File: src/hw/video_pkg.sv
// Screen geometry, memory sizes and the palette word type that every video block refers to by scope
package video_pkg;

    // Horizontal raster in pixels
    localparam int h_visible = 48;
    localparam int h_total   = 64;
    localparam int hs_start  = 52;
    localparam int hs_width  = 4;

    // Vertical raster in lines
    localparam int v_visible = 32;
    localparam int v_total   = 40;
    localparam int vs_start  = 34;
    localparam int vs_width  = 2;

    // Counter widths, enough for h_total and v_total
    localparam int hpos_w = 6;
    localparam int vpos_w = 6;

    // Tilemaps, one byte per tile with bank in the high nibble
    localparam int char_cols = 8;
    localparam int char_rows = 4;
    localparam int scr_cols  = 16;
    localparam int scr_rows  = 8;

    // 16 tiles x 8 rows x 2 planes
    localparam int pat_bytes   = 256;
    localparam int pal_entries = 128;
    localparam int addr_w      = 10;

    // Raw view for CPU access, colour view for the pixel output
    typedef union packed {
        logic [11:0] raw;
        struct packed {
            logic [3:0] r;
            logic [3:0] g;
            logic [3:0] b;
        } rgb;
    } pal_word_u;

endpackage

File: src/hw/video_if.sv


interface scan_if;
    logic                         pxl_cen;
    logic [video_pkg::hpos_w-1:0] hpos;
    logic [video_pkg::vpos_w-1:0] vpos;
    logic                         hbl;
    logic                         vbl;

    // Pixel enable comes from outside, position from the timing block
    modport source (
        input  pxl_cen,
        output hpos,
        output vpos,
        output hbl,
        output vbl
    );

    modport sink (
        input pxl_cen,
        input hpos,
        input vpos,
        input hbl,
        input vbl
    );
endinterface

File: src/hw/video_timing.sv
// Raster timing generator that drives the scan interface and the sync outputs of the video top
`timescale 1ns/1ps

module video_timing (
    input  logic   clk,
    input  logic   arst_n,
    input  logic   flip,
    scan_if.source scan,
    output logic   hs,
    output logic   vs
);

    logic [video_pkg::hpos_w-1:0] hcnt;
    logic [video_pkg::hpos_w-1:0] hnext;
    logic [video_pkg::vpos_w-1:0] vcnt;
    logic [video_pkg::vpos_w-1:0] vnext;
    logic                         line_end;
    int                           hmir;
    int                           vmir;

    assign line_end = int'(hcnt) == video_pkg::h_total - 1;
    assign hnext    = line_end ? '0 : hcnt + 1'b1;

    always_comb begin
        vnext = vcnt;
        if (line_end) begin
            if (int'(vcnt) == video_pkg::v_total - 1) begin
                vnext = '0;
            end else begin
                vnext = vcnt + 1'b1;
            end
        end
    end

    always_ff @(posedge clk or negedge arst_n) begin
        if (!arst_n) begin
            hcnt <= '0;
            vcnt <= '0;
            hs   <= 1'b0;
            vs   <= 1'b0;
        end else if (scan.pxl_cen) begin
            hcnt <= hnext;
            vcnt <= vnext;
            hs   <= int'(hnext) >= video_pkg::hs_start &&
                    int'(hnext) <  video_pkg::hs_start + video_pkg::hs_width;
            // vs only moves as a new line starts, while hs is low
            if (line_end) begin
                vs <= int'(vnext) >= video_pkg::vs_start &&
                      int'(vnext) <  video_pkg::vs_start + video_pkg::vs_width;
            end
        end
    end

    // Mirrored position for a flipped screen
    assign hmir = video_pkg::h_visible - 1 - int'(hcnt);
    assign vmir = video_pkg::v_visible - 1 - int'(vcnt);

    assign scan.hpos = flip ? hmir[video_pkg::hpos_w-1:0] : hcnt;
    assign scan.vpos = flip ? vmir[video_pkg::vpos_w-1:0] : vcnt;
    assign scan.hbl  = int'(hcnt) >= video_pkg::h_visible;
    assign scan.vbl  = int'(vcnt) >= video_pkg::v_visible;

endmodule

File: src/flat_wrapper.sv
// flat-port wrapper written by rule: the top's interface ports become plain ports
module video_timing_flat 
  (clk, arst_n, flip, hs, vs, scan_pxl_cen, scan_hpos, scan_vpos, scan_hbl, scan_vbl);
  scan_if scan_i ();
  input  logic clk;
  input  logic arst_n;
  input  logic flip;
  output logic hs;
  output logic vs;
  input wire logic [$bits(scan_i.pxl_cen)-1:0] scan_pxl_cen;
  output wire logic [$bits(scan_i.hpos)-1:0] scan_hpos;
  output wire logic [$bits(scan_i.vpos)-1:0] scan_vpos;
  output wire logic [$bits(scan_i.hbl)-1:0] scan_hbl;
  output wire logic [$bits(scan_i.vbl)-1:0] scan_vbl;
  assign scan_i.pxl_cen = scan_pxl_cen;
  assign scan_hpos = scan_i.hpos;
  assign scan_vpos = scan_i.vpos;
  assign scan_hbl = scan_i.hbl;
  assign scan_vbl = scan_i.vbl;
  video_timing u_core (.clk(clk), .arst_n(arst_n), .flip(flip), .scan(scan_i), .hs(hs), .vs(vs));
endmodule
File: config.mk
export PLATFORM = sky130hd
export DESIGN_NAME = video_timing_flat
export DESIGN_NICKNAME = d
export VERILOG_FILES = /design/src/hw/video_pkg.sv /design/src/hw/video_if.sv /design/src/hw/video_timing.sv /design/src/flat_wrapper.sv
export SDC_FILE = /design/constraint.sdc
export NUM_CORES = 1
export LEC_CHECK = 0
export ABC_AREA = 1
export ABC_CLOCK_PERIOD_IN_PS = 1500
export BUFFER_PORTS_ARGS = -buffer_cell sky130_fd_sc_hd__buf_2
export CORE_UTILIZATION = 53
export DETAILED_ROUTE_END_ITERATION = 10
export PLACE_DENSITY = 0.78
export SYNTH_ARGS = -nofsm -noshare
export SYNTH_HDL_FRONTEND = slang
export SYNTH_SLANG_ARGS = --single-unit
File: constraint.sdc
create_clock -name clk -period 1.5 [get_ports clk]
set_input_delay 0 -clock clk [delete_from_list [all_inputs] [get_ports clk]]
set_output_delay 0 -clock clk [all_outputs]
set_load 0.01 [all_outputs]
==> impl_metrics.tcl <==
set metrics [dict create \
    pre_cts_ws_ns 0.0701 \
    drv_cap 0 \
    grt_max_degree 15 \
    final_area_um2 1240 \
    synth_edf_count 0 \
    synthToLayoutAreaGrowth_pct 27.3 \
    drc 0 \
    critPathKind "reg2reg" \
    cts_sinks 14 \
    async_flop_share_pct 100 \
    synth_area_leaders "dfrtp_1 (36%), nand2_1 (15%), xor2_1 (9.0%)" \
    vdd.ir_drop.worst_mv 0.900 \
    port_buffers 19 \
    tightest_slew_ns 0.324 \
    clkTransAtPathRegs_ns 0.10 \
    cts_tree "built" \
    layout-drive-gt1-share_pct 28.0 \
    fillerInstances 148 \
    ys.flop_type "dfrtp_1" \
    nNetsFinal 171 \
    final_hold_viol_count 0 \
    synth_most_common_cell "nand2_1" \
    hp-class "in2reg" \
    netlist_instances 131 \
    yosysTopAreaCellShare_pct 36.1 \
    synth.distinct_cells 20 \
    slew_violations 0 \
    syn_area_um2 971 \
    worstPathArrival_ns 1.71 \
    drt_iter0_markers 45 \
    synth_warnings 0 \
    synthesis.nets 140 \
    die_area_um2 2010 \
    cts_root_buf "clkbuf_4" \
    finalCritPeriodShare_pct 98.4 \
    place_area_um2 1110 \
    cp-start-kind "flop" \
    status "finished clean" \
    dr.pass1.iters 5 \
    wl_per_cell_um 12.4 \
    grt.total_usage_pct 24.6 \
    power.leakage_nw 0.659 \
    dieWidth_um 44.8 \
    finalClockSkew_ns 0.0114 \
    fin_ws_ns 0.0240 \
    p_total_mw 1.53 \
    fmax_mhz 678 \
    antenna_found_initial 0 \
    synth_common_cells "nand2_1 (40), nor2_1 (15), dfrtp_1 (14)" \
    cts_buffer_depth 2 \
    die_h_um 44.8 \
    dp.cells 175 \
    ys_ff_latch 14 \
    vias_per_cell 5.20 \
    vias 968 \
    diodes 0 \
    critPathMaxFanout 4 \
    power.density_nw_per_um2 1240 \
    cts_max_level 1 \
    grt_overflow 0 \
    synth.largest_area_cell "dfrtp_1" \
    cts_inserted_buffers 3 \
    totalWireLength_mm 2.31 \
    initial_core_util_pct 56.2 \
    rsz0062_at_grt "yes" \
    cp_data_required_time_ns 1.73 \
    gp_congestion 0.853 \
    grt_pass1_vias 828 \
    ant_nets 0 \
    clk_latency_ns 0.30 \
    min_period_ns 1.48 \
    core-area_um2 1730 \
    yosysSeqAreaShare_pct 36.1 \
    dp_hpwl_mm 1.57 \
    finalSetupViolCount 0 \
    stdcell_count 186 \
    ios 20 \
    cp-end-kind "flop" \
    syn_area_per_cell_um2 7.41 \
    relSlewSlack_pct 78.4 \
    num_rows 15 \
    grt_pass1_wl_mm 3.54 \
]
==> placed cells by master, fill, tap and decap left out, types with 2 or more instances in the layout <==
cell	count
nor2_1	14
o21ai_0	6
inv_1	11
nand3_1	7
clkbuf_4	3
buf_2	19
a21oi_1	5
nand2_1	38
dfrtp_1	13
nand2_2	2
xor2_1	10
nand3_4	2
buf_4	11
ha_1	3
nand4_1	3
==> worst max-delay path, cell delays in order, from the launching register on <==
cell,delay [ns]
dfrtp_1,0.44
ha_1,0.22
nor2_1,0.14
nor2_1,0.07
nand2_1,0.09
nand2_1,0.06
nor2_2,0.11
nand2_2,0.06
nor2_1,0.10
nand2_1,0.06
nand2_1,0.06
==> state kept, by name, indices dropped and copies added (netlist names) <==
register and count:
u_core.hcnt 6, u_core.hs 1, u_core.vcnt 6, u_core.vs 1
==> layout make-up <==
cell class	count	area, µm²	area share, %
clock buffers	4	36.3	2.94
inverters	13	48.8	3.95
multi-input cells	99	581	47.0
flip-flops and latches	14	352	28.4
well taps	25	31.3	2.53
repair buffers	31	188	15.2
==> worst paths after layout <==
| kind | startpoint | end | slack (ns) | cells after the start |
|---|---|---|---|---|
| max | u_core.vcnt[1] | u_core.vs | 0.02 | 10 |
| min | scan_pxl_cen | u_core.vcnt[5] | 0.07 | 3 |
| max reg2reg | u_core.vcnt[1] | u_core.vs | 0.02 | 10 |
| min reg2reg | u_core.vs | u_core.vs | 0.51 | 2 |
| max in group asynchronous | arst_n | u_core.hcnt[2] | 1.11 | 2 |
| min in group asynchronous | arst_n | u_core.hcnt[5] | 0.12 | 2 |
==> cells by family (layout without fill, tap and decap cells) <==
group           Yosys count  count (layout)  synth area share, %
buf+inv                  19              48                 8.38
flops                    14              14                 36.1
fa+ha+maj                 5               5                 6.44
xor+xnor                 10              10                 9.02
simple gates             69              70                 32.5
compound gates           14              14                 7.60
==> stage by stage <==
stage | util [%] | hold slack, ns | TNS [ns]
4_1_cts | 67.0 | 0.0575 | 0
3_3_place_gp | 64.3 | -0.0887 | 0
3_5_place_dp | 64.3 | -0.0814 | 0
2_1_floorplan | - | -0.296 | 0
5_1_grt | 71.6 | 0.0845 | -0.0832
6_report | 71.6 | 0.0655 | 0
==> layer usage <==
layer | track usage [%] | vias to the layer above | part of all wire, %
met5 | 0 | - | 0
met4 | 13.3 | 0 | 3.1
met3 | 3.60 | 9 | 6.7
met2 | 37.1 | 52 | 46
met1 | 34.1 | 434 | 44
li1 | - | 473 | -
==> timing repair <==
| item | 4_1_cts | 5_1_grt |
|---|---|---|
| hold buffers | 1 | 0 |
| buffers inserted | 0 | 5 |
| hold endpoints to repair | 14 | 0 |
| endpoints found under the setup margin | 0 | 6 |
| resized for setup | 0 | 10 |
==> power by group <==
part	total, mW	switching [mW]	leakage (nW)	internal [mW]
registers	0.584	0.122	0.178	0.461
clock network	0.286	0.138	0.0210	0.148
logic	0.664	0.362	0.460	0.302
Power figures use the tool's default switching activity.
