$ cat src/hw/video_pkg.sv
// Screen geometry, memory sizes and the palette word type that every video block refers to by scope
package video_pkg;

    // Horizontal raster in pixels
    localparam int h_visible = 48;
    localparam int h_total   = 64;
    localparam int hs_start  = 52;
    localparam int hs_width  = 4;

    // Vertical raster in lines
    localparam int v_visible = 32;
    localparam int v_total   = 40;
    localparam int vs_start  = 34;
    localparam int vs_width  = 2;

    // Counter widths, enough for h_total and v_total
    localparam int hpos_w = 6;
    localparam int vpos_w = 6;

    // Tilemaps, one byte per tile with bank in the high nibble
    localparam int char_cols = 8;
    localparam int char_rows = 4;
    localparam int scr_cols  = 16;
    localparam int scr_rows  = 8;

    // 16 tiles x 8 rows x 2 planes
    localparam int pat_bytes   = 256;
    localparam int pal_entries = 128;
    localparam int addr_w      = 10;

    // Raw view for CPU access, colour view for the pixel output
    typedef union packed {
        logic [11:0] raw;
        struct packed {
            logic [3:0] r;
            logic [3:0] g;
            logic [3:0] b;
        } rgb;
    } pal_word_u;

endpackage

$ cat src/hw/video_if.sv
// CPU bus and raster scan interfaces that connect the video blocks inside the top level
`timescale 1ns/1ps

interface cpu_bus_if;
    logic [video_pkg::addr_w-1:0] cpu_addr;
    logic                         cpu_wrn;
    logic [7:0]                   cpu_dout;

    // Each memory block only samples the shared bus
    modport consumer (
        input cpu_addr,
        input cpu_wrn,
        input cpu_dout
    );
endinterface

interface scan_if;
    logic                         pxl_cen;
    logic [video_pkg::hpos_w-1:0] hpos;
    logic [video_pkg::vpos_w-1:0] vpos;
    logic                         hbl;
    logic                         vbl;

    // Pixel enable comes from outside, position from the timing block
    modport source (
        input  pxl_cen,
        output hpos,
        output vpos,
        output hbl,
        output vbl
    );

    modport sink (
        input pxl_cen,
        input hpos,
        input vpos,
        input hbl,
        input vbl
    );
endinterface

$ cat src/hw/colmix.sv
// Colour mixer with layer priority, CPU palette RAM and blank masking, last stage of the video top
`timescale 1ns/1ps

module colmix (
    input  logic        clk,
    input  logic        arst_n,
    cpu_bus_if.consumer bus,
    input  logic        pal_cs,
    output logic [7:0]  pal_dout,
    scan_if.sink        scan,
    input  logic [5:0]  char_pxl,
    input  logic [5:0]  scr_pxl,
    input  logic [1:0]  layer_en,
    output logic [3:0]  red,
    output logic [3:0]  green,
    output logic [3:0]  blue,
    output logic        lhbl_dly,
    output logic        lvbl_dly
);

    video_pkg::pal_word_u pal_ram [video_pkg::pal_entries];
    video_pkg::pal_word_u sel_word;
    video_pkg::pal_word_u pix;

    logic [6:0] cpu_entry;
    logic [1:0] hbl_sr;
    logic [1:0] vbl_sr;
    logic       use_char;
    logic       use_scr;

    // Two bytes per entry, odd byte holds red
    assign cpu_entry = bus.cpu_addr[7:1];

    always_ff @(posedge clk) begin
        if (pal_cs && !bus.cpu_wrn) begin
            if (bus.cpu_addr[0]) begin
                pal_ram[cpu_entry].rgb.r <= bus.cpu_dout[3:0];
            end else begin
                pal_ram[cpu_entry].raw[7:0] <= bus.cpu_dout;
            end
        end
        if (pal_cs) begin
            pal_dout <= bus.cpu_addr[0] ? {4'h0, pal_ram[cpu_entry].rgb.r}
                                        : pal_ram[cpu_entry].raw[7:0];
        end
    end

    // Char wins unless disabled or transparent
    assign use_char = layer_en[1] && char_pxl[1:0] != 2'd0;
    assign use_scr  = layer_en[0];
    assign sel_word = pal_ram[use_char ? {1'b1, char_pxl} : {1'b0, scr_pxl}];

    always_ff @(posedge clk or negedge arst_n) begin
        if (!arst_n) begin
            hbl_sr   <= 2'b11;
            vbl_sr   <= 2'b11;
            lhbl_dly <= 1'b0;
            lvbl_dly <= 1'b0;
            pix      <= '0;
        end else if (scan.pxl_cen) begin
            // Blanks follow the two layer stages
            hbl_sr   <= {hbl_sr[0], scan.hbl};
            vbl_sr   <= {vbl_sr[0], scan.vbl};
            lhbl_dly <= ~hbl_sr[1];
            lvbl_dly <= ~vbl_sr[1];
            if (hbl_sr[1] || vbl_sr[1] || !(use_char || use_scr)) begin
                pix <= '0;
            end else begin
                pix <= sel_word;
            end
        end
    end

    assign red   = pix.rgb.r;
    assign green = pix.rgb.g;
    assign blue  = pix.rgb.b;

endmodule

$ cat src/flat_wrapper.sv
// flat-port wrapper written by rule: the top's interface ports become plain ports
module colmix_flat 
  (clk, arst_n, pal_cs, pal_dout, char_pxl, scr_pxl, layer_en, red, green, blue, lhbl_dly, lvbl_dly, bus_cpu_addr, bus_cpu_wrn, bus_cpu_dout, scan_pxl_cen, scan_hpos, scan_vpos, scan_hbl, scan_vbl);
  cpu_bus_if bus_i ();
  scan_if scan_i ();
  input  logic clk;
  input  logic arst_n;
  input  logic pal_cs;
  output logic [7:0] pal_dout;
  input  logic [5:0] char_pxl;
  input  logic [5:0] scr_pxl;
  input  logic [1:0] layer_en;
  output logic [3:0] red;
  output logic [3:0] green;
  output logic [3:0] blue;
  output logic lhbl_dly;
  output logic lvbl_dly;
  input wire logic [$bits(bus_i.cpu_addr)-1:0] bus_cpu_addr;
  input wire logic [$bits(bus_i.cpu_wrn)-1:0] bus_cpu_wrn;
  input wire logic [$bits(bus_i.cpu_dout)-1:0] bus_cpu_dout;
  input wire logic [$bits(scan_i.pxl_cen)-1:0] scan_pxl_cen;
  input wire logic [$bits(scan_i.hpos)-1:0] scan_hpos;
  input wire logic [$bits(scan_i.vpos)-1:0] scan_vpos;
  input wire logic [$bits(scan_i.hbl)-1:0] scan_hbl;
  input wire logic [$bits(scan_i.vbl)-1:0] scan_vbl;
  assign bus_i.cpu_addr = bus_cpu_addr;
  assign bus_i.cpu_wrn = bus_cpu_wrn;
  assign bus_i.cpu_dout = bus_cpu_dout;
  assign scan_i.pxl_cen = scan_pxl_cen;
  assign scan_i.hpos = scan_hpos;
  assign scan_i.vpos = scan_vpos;
  assign scan_i.hbl = scan_hbl;
  assign scan_i.vbl = scan_vbl;
  colmix u_core (.clk(clk), .arst_n(arst_n), .bus(bus_i), .pal_cs(pal_cs), .pal_dout(pal_dout), .scan(scan_i), .char_pxl(char_pxl), .scr_pxl(scr_pxl), .layer_en(layer_en), .red(red), .green(green), .blue(blue), .lhbl_dly(lhbl_dly), .lvbl_dly(lvbl_dly));
endmodule
$ cat config.mk
export PLATFORM = sky130hd
export DESIGN_NAME = colmix_flat
export DESIGN_NICKNAME = d
export VERILOG_FILES = /design/src/hw/video_pkg.sv /design/src/hw/video_if.sv /design/src/hw/colmix.sv /design/src/flat_wrapper.sv
export SDC_FILE = /design/constraint.sdc
export NUM_CORES = 2
export LEC_CHECK = 0
export ABC_AREA = 1
export BUFFER_PORTS_ARGS = -buffer_cell sky130_fd_sc_hd__buf_2
export CAP_MARGIN = 30
export CORE_ASPECT_RATIO = 0.9
export CORE_MARGIN = 1.5
export CORE_UTILIZATION = 58
export CTS_BUF_LIST = sky130_fd_sc_hd__clkbuf_8 sky130_fd_sc_hd__clkbuf_16
export CTS_CLUSTER_SIZE = 14
export DETAILED_ROUTE_END_ITERATION = 10
export GPL_ROUTABILITY_DRIVEN = 0
export PLACE_DENSITY = 0.84
export SLEW_MARGIN = 15
export SYNTH_ARGS = -nofsm -noshare
export SYNTH_HDL_FRONTEND = slang
export SYNTH_SLANG_ARGS = --single-unit
$ cat constraint.sdc
create_clock -name clk -period 1.5 [get_ports clk]
set_clock_uncertainty 0.2 [all_clocks]
set_input_delay 0.075 -clock clk [delete_from_list [all_inputs] [get_ports clk]]
set_output_delay 0.075 -clock clk [all_outputs]
set_load 0.01 [all_outputs]
==> reports/results.ini, run 1 <==
[logic_synthesis]
mappedNetlistNets=7786
dominantRegCellSynth=sky130_fd_sc_hd__edfxtp_1
synth_cell_type_count=42
synth_sequential_area_ratio=0.623
synth_cells=7735
ys_warn_count=0
ys_seq_elements=1562
synth_async_sr_flop_share=0.0115
syn_avg_cell_area_sq_um=9.71
synth-edff-count=1544
synthesis.area_sq_um=75100

[clock_network]
clock-root-buffer=sky130_fd_sc_hd__clkbuf_16
cts-root-to-sink-buffers=3
clkSinkCount=1562
cts.htree.levels=4
number_of_buffers_created_by_cts=158

[global_route]
groute.usage.overall=0.811
pin_count_of_the_biggest_net_entering_global_routing=90
grt-ovfl-total=1453

[timing]
last_worst_endpoint_in_the_global_route_repair_timing=u_core.pal_dout[0]$_DFFE_PP_/D
worst_path_end_type=register data pin

[status]
stop_error=[ERROR GRT-0232] Routing congestion too high. Check the congestion heatmap in the GUI.
stop_stage=5_1_grt
outcome=did not finish

[die]
number_of_rows_created_at_floorplan=125
die_w_um=382
die_h_um=344
initial_utilization=0.583
io-pin-count=73

[place]
io_buffers=58
dp_hpwl_mm=206

per-layer routing:
layer | GRT overflow | track usage
met5 | 18 | 0.672
met4 | 465 | 0.794
met3 | 149 | 0.775
met2 | 650 | 0.902
met1 | 171 | 0.774
Yosys cell counts (4+ instances only):
library cell / count / area share
sky130_fd_sc_hd__inv_2: 9 / 0.00045
sky130_fd_sc_hd__dfrtp_1: 14 / 0.0047
sky130_fd_sc_hd__nand3b_1: 4 / 0.00040
sky130_fd_sc_hd__o211ai_1: 29 / 0.0029
sky130_fd_sc_hd__nor3_1: 258 / 0.017
sky130_fd_sc_hd__o221ai_1: 4 / 0.00047
sky130_fd_sc_hd__inv_1: 226 / 0.011
sky130_fd_sc_hd__clkbuf_1: 200 / 0.010
sky130_fd_sc_hd__o21ai_1: 5 / 0.00033
sky130_fd_sc_hd__dfstp_2: 4 / 0.0014
sky130_fd_sc_hd__clkinv_1: 4 / 0.00020
sky130_fd_sc_hd__nand2_1: 2617 / 0.13
sky130_fd_sc_hd__a221oi_1: 87 / 0.010
sky130_fd_sc_hd__nand4_1: 141 / 0.012
sky130_fd_sc_hd__buf_1: 72 / 0.0036
sky130_fd_sc_hd__buf_4: 19 / 0.0019
sky130_fd_sc_hd__nor2_1: 113 / 0.0056
sky130_fd_sc_hd__a22o_1: 57 / 0.0066
sky130_fd_sc_hd__nand3_1: 1634 / 0.11
sky130_fd_sc_hd__o2111ai_1: 27 / 0.0031
sky130_fd_sc_hd__o21ai_0: 97 / 0.0065
sky130_fd_sc_hd__edfxtp_1: 1544 / 0.62
sky130_fd_sc_hd__a21oi_1: 60 / 0.0040
sky130_fd_sc_hd__a22oi_1: 150 / 0.015
sky130_fd_sc_hd__o31ai_1: 10 / 0.0010
sky130_fd_sc_hd__buf_2: 296 / 0.020
sky130_fd_sc_hd__o22ai_1: 28 / 0.0023
cell families after synthesis:
kind of cell | synth area share
simple gates | 0.275
flops | 0.623
buf+inv | 0.0474
compound gates | 0.0544
through the flow:
step | worst slack [ns] | area [sq um] | cells | hold WS, ns | setup TNS (ns)
CTS | -0.814 | 97000 | 10600 | -0.304 | -153.75
global placement | -1.59 | 88200 | 10200 | -0.113 | -1030.37
floorplan | -0.708 | 76200 | 7735 | -0.421 | -663.51
detailed placement | -1.65 | 88200 | 10200 | -0.106 | -1090.25
what timing repair did:
| action | CTS |
|---|---|
| gates resized for setup | 498 |
| setup endpoints to repair | 288 |
| hold endpoints to repair | 1672 |
| pin swaps | 202 |
| hold buffers | 33 |
| setup buffers | 65 |
| cloned | 21 |
==> inputs of run 2 (changes only) <==
--- a/config.mk
+++ b/config.mk
@@ -8,14 +8,11 @@
 export ABC_AREA = 1
 export BUFFER_PORTS_ARGS = -buffer_cell sky130_fd_sc_hd__buf_2
 export CAP_MARGIN = 30
-export CORE_ASPECT_RATIO = 0.9
 export CORE_MARGIN = 1.5
-export CORE_UTILIZATION = 58
-export CTS_BUF_LIST = sky130_fd_sc_hd__clkbuf_8 sky130_fd_sc_hd__clkbuf_16
-export CTS_CLUSTER_SIZE = 14
+export CORE_UTILIZATION = 40
 export DETAILED_ROUTE_END_ITERATION = 10
 export GPL_ROUTABILITY_DRIVEN = 0
-export PLACE_DENSITY = 0.84
+export PLACE_DENSITY_LB_ADDON = 0.15
 export SLEW_MARGIN = 15
 export SYNTH_ARGS = -nofsm -noshare
 export SYNTH_HDL_FRONTEND = slang
==> constraint.sdc (replaced) <==
create_clock -name clk -period 2 [get_ports clk]
set_clock_uncertainty 0.2 [all_clocks]
set_input_delay 0.1 -clock clk [delete_from_list [all_inputs] [get_ports clk]]
set_output_delay 0.1 -clock clk [all_outputs]
set_load 0.01 [all_outputs]
==> run 2 against run 1 <==
- the flow now finishes, with violations (hold timing, setup timing)
- synthesized cell count stayed put
- area after synthesis is the same
==> reports/results.ini, run 2 <==
[status]
outcome=finished with violations
violations=hold timing, setup timing

[detailed_routing]
antenna_left=0
routed_wire_length_per_instance_um=29.2
route.final.wire_length_mm=332
avgViaCountPerCell=6.09
drt_iter0_drc=10900
firstDrtPassIters=9
drt_drc_violations_left=0
num_vias=69300

[logic_synthesis]
synth_commonest_cells=2617 x sky130_fd_sc_hd__nand2_1, 1634 x sky130_fd_sc_hd__nand3_1, 1544 x sky130_fd_sc_hd__edfxtp_1
synth-edff-count=1544  ; unchanged
synth_most_common_cell=sky130_fd_sc_hd__nand2_1
synthTopCellsByArea=sky130_fd_sc_hd__edfxtp_1 62%, sky130_fd_sc_hd__nand2_1 13%, sky130_fd_sc_hd__nand3_1 11%
synth_cell_type_count=42  ; unchanged
syn_avg_cell_area_sq_um=9.71  ; unchanged
synth_sequential_area_ratio=0.623  ; unchanged
synthesis.area_sq_um=75100  ; unchanged
mappedNetlistNets=7786  ; unchanged
synth_top_cell_area_share=0.617  ; unchanged
ys_warn_count=0  ; unchanged
synth_async_sr_flop_share=0.0115  ; unchanged
synth_largest_area_cell=sky130_fd_sc_hd__edfxtp_1
synth_cells=7735  ; unchanged
ys_seq_elements=1562  ; unchanged
dominantRegCellSynth=sky130_fd_sc_hd__edfxtp_1

[pwr]
post-layout-total-power_w=0.0803
cellPowerDensity_nw_per_um2=827
leakagePower_nw=36.9
worst_ir_drop_vdd_uv=1000

[timing]
final.setup.worst_slack_ns=-0.228
setup_repair_after_global_routing_missed_its_margin=true
hold_viol=1
worstMarginPinSlew_ns=0.779
slew_headroom=0.481
worst_hold_margin_ns=-0.0320
post-route-min-period_ns=2.23
max_freq_ghz=0.449
timing.final.setup_violations=8
slew_violations=0
final_cycle_utilization_of_the_critical_path=1.11

[setup_path]
crit_path_end_kind=register
worstSetupStartpointType=register
worstPathArrival_ns=2.61
cp_data_required_time_ns=2.38
criticalPathCategory=reg -> reg
critPathMaxFanout=2
r2r-start=u_core.pal_ram[59][0]$_DFFE_PP_
cp-startpoint=u_core.pal_ram[59][0]$_DFFE_PP_

[die]
core_sq_um=186000
die_w_um=436  ; +14%
die_h_um=436  ; +27%
number_of_rows_created_at_floorplan=158  ; +26%
io-pin-count=73  ; unchanged
initial_utilization=0.404  ; -0.179
die_area_sq_um=190000

[clock_network]
cts.htree.levels=4  ; unchanged
clock_latency_ns=0.83
clkSinkCount=1562  ; unchanged
cts-root-to-sink-buffers=3  ; unchanged
clock-root-buffer=sky130_fd_sc_hd__clkbuf_16
cts_tree=built
clkSlewWorstSetupHoldPaths_ns=0.07
number_of_buffers_created_by_cts=173  ; +9.5%

[place]
io_buffers=58  ; unchanged
dp_hpwl_mm=223  ; +8.4%
pre_cts_slack_ns=-1.15  ; +0.495 ns
placedCellCount=11000  ; +7.7%

[global_route]
pin_count_of_the_biggest_net_entering_global_routing=75
number_of_global_route_vias_before_repair=65000
grt-ovfl-total=0
antenna_violations_before_repair=14
grt_pass1_wl_mm=465
groute.usage.overall=0.335

[finish]
reg.largest.list=u_core.pal_ram: 1536 flops, u_core.pix: 12 flops, u_core.pal_dout: 8 flops
final_cell_mix=2553 x sky130_fd_sc_hd__nand2_1, 1557 x sky130_fd_sc_hd__nand3_1, 1544 x sky130_fd_sc_hd__edfxtp_1
finalCoreUtilization=0.522
final_cells=11400
biggest_register=u_core.pal_ram
layout-drive-gt1-share=0.224
largest_register_ffs=1536
nNetsFinal=8795
area.growth.synth_to_final_pct=29.3
layout.cells.most_common=sky130_fd_sc_hd__nand2_1

[run]
maxCapViolCount=0

[hold_path]
hold_class=in -> reg
hold_sp=scr_pxl[5]

run 2: cells by family after synthesis:
group / Yosys count / synth area share
flops: 1562 / 0.623
compound gates: 571 / 0.0544
buf+inv: 828 / 0.0474
simple gates: 4774 / 0.275
run 2: path summary, 6_finish.rpt:
path | to | slack [ns] | cells after the start
min in group asynchronous | u_core.hbl_sr[1]$_DFFE_PN1P_ | 0.17 | 3
max in group asynchronous | u_core.pix[6]$_DFFE_PN0P_ | 1.19 | 4
setup reg to reg | u_core.pal_dout[0]$_DFFE_PP_ | -0.23 | 9
hold reg to reg | u_core.hbl_sr[1]$_DFFE_PN1P_ | 0.28 | 2
setup / recovery | u_core.pal_dout[0]$_DFFE_PP_ | -0.23 | 9
hold / removal | u_core.pix[9]$_DFFE_PN0P_ | -0.03 | 9
run 2: routing by layer:
layer,vias up,global-route usage,part of all wire
li1,29600,-,-
met1,33400,0.446,0.38
met2,5259,0.506,0.44
met3,955,0.0847,0.13
met4,8,0.173,0.058
met5,-,0,0.00018
run 2: report_power, final:
group          internal, W  switching (W)  total, W
Clock               0.0185         0.0136    0.0321
Sequential          0.0361       0.000186    0.0363
Combinational      0.00406        0.00797    0.0120
Total               0.0586         0.0217    0.0803
run 2: area by class of cell:
type | count | area (sq um)
timing repair buffer | 1423 | 14100
sequential | 1562 | 46800
clock buffer | 212 | 4600
fill | 16300 | 88800
inverter | 239 | 983
tap | 2480 | 3100
antenna | 8 | 20.0
clock inverter | 97 | 955
multi-input combinational | 5345 | 26600
run 2: per-stage QoR:
step                      cell area (sq um)  setup TNS, ns
after global routing                  97200          -1.46
after CTS                             95800         -0.860
after global placement                89500        -393.14
after detailed placement              89500        -396.40
final                                 97200         -0.958
after floorplan                       75700        -179.39
run 2: critical path, cell delays in order (launching register included):
cell and delay [ns]:
sky130_fd_sc_hd__edfxtp_1 0.39, sky130_fd_sc_hd__nand2_1 0.09, sky130_fd_sc_hd__nand4_1 0.10, sky130_fd_sc_hd__o21ai_0 0.40, sky130_fd_sc_hd__buf_4 0.19, sky130_fd_sc_hd__nand2_1 0.09, sky130_fd_sc_hd__nor2_1 0.12, sky130_fd_sc_hd__nand3_1 0.17
sky130_fd_sc_hd__nor2_4 0.17, sky130_fd_sc_hd__nor2_2 0.06
run 2: timing repair:
action | 4_1_cts | 5_1_grt
gates cloned | 0 | 12
hold buffers | 32 | 0
pin swaps | 76 | 111
setup buffers | 8 | 27
endpoints found under the hold margin | 1590 | 0
setup endpoints to repair | 22 | 170
resized for setup | 125 | 189
Note: power is estimated with default switching activity, not from simulation.
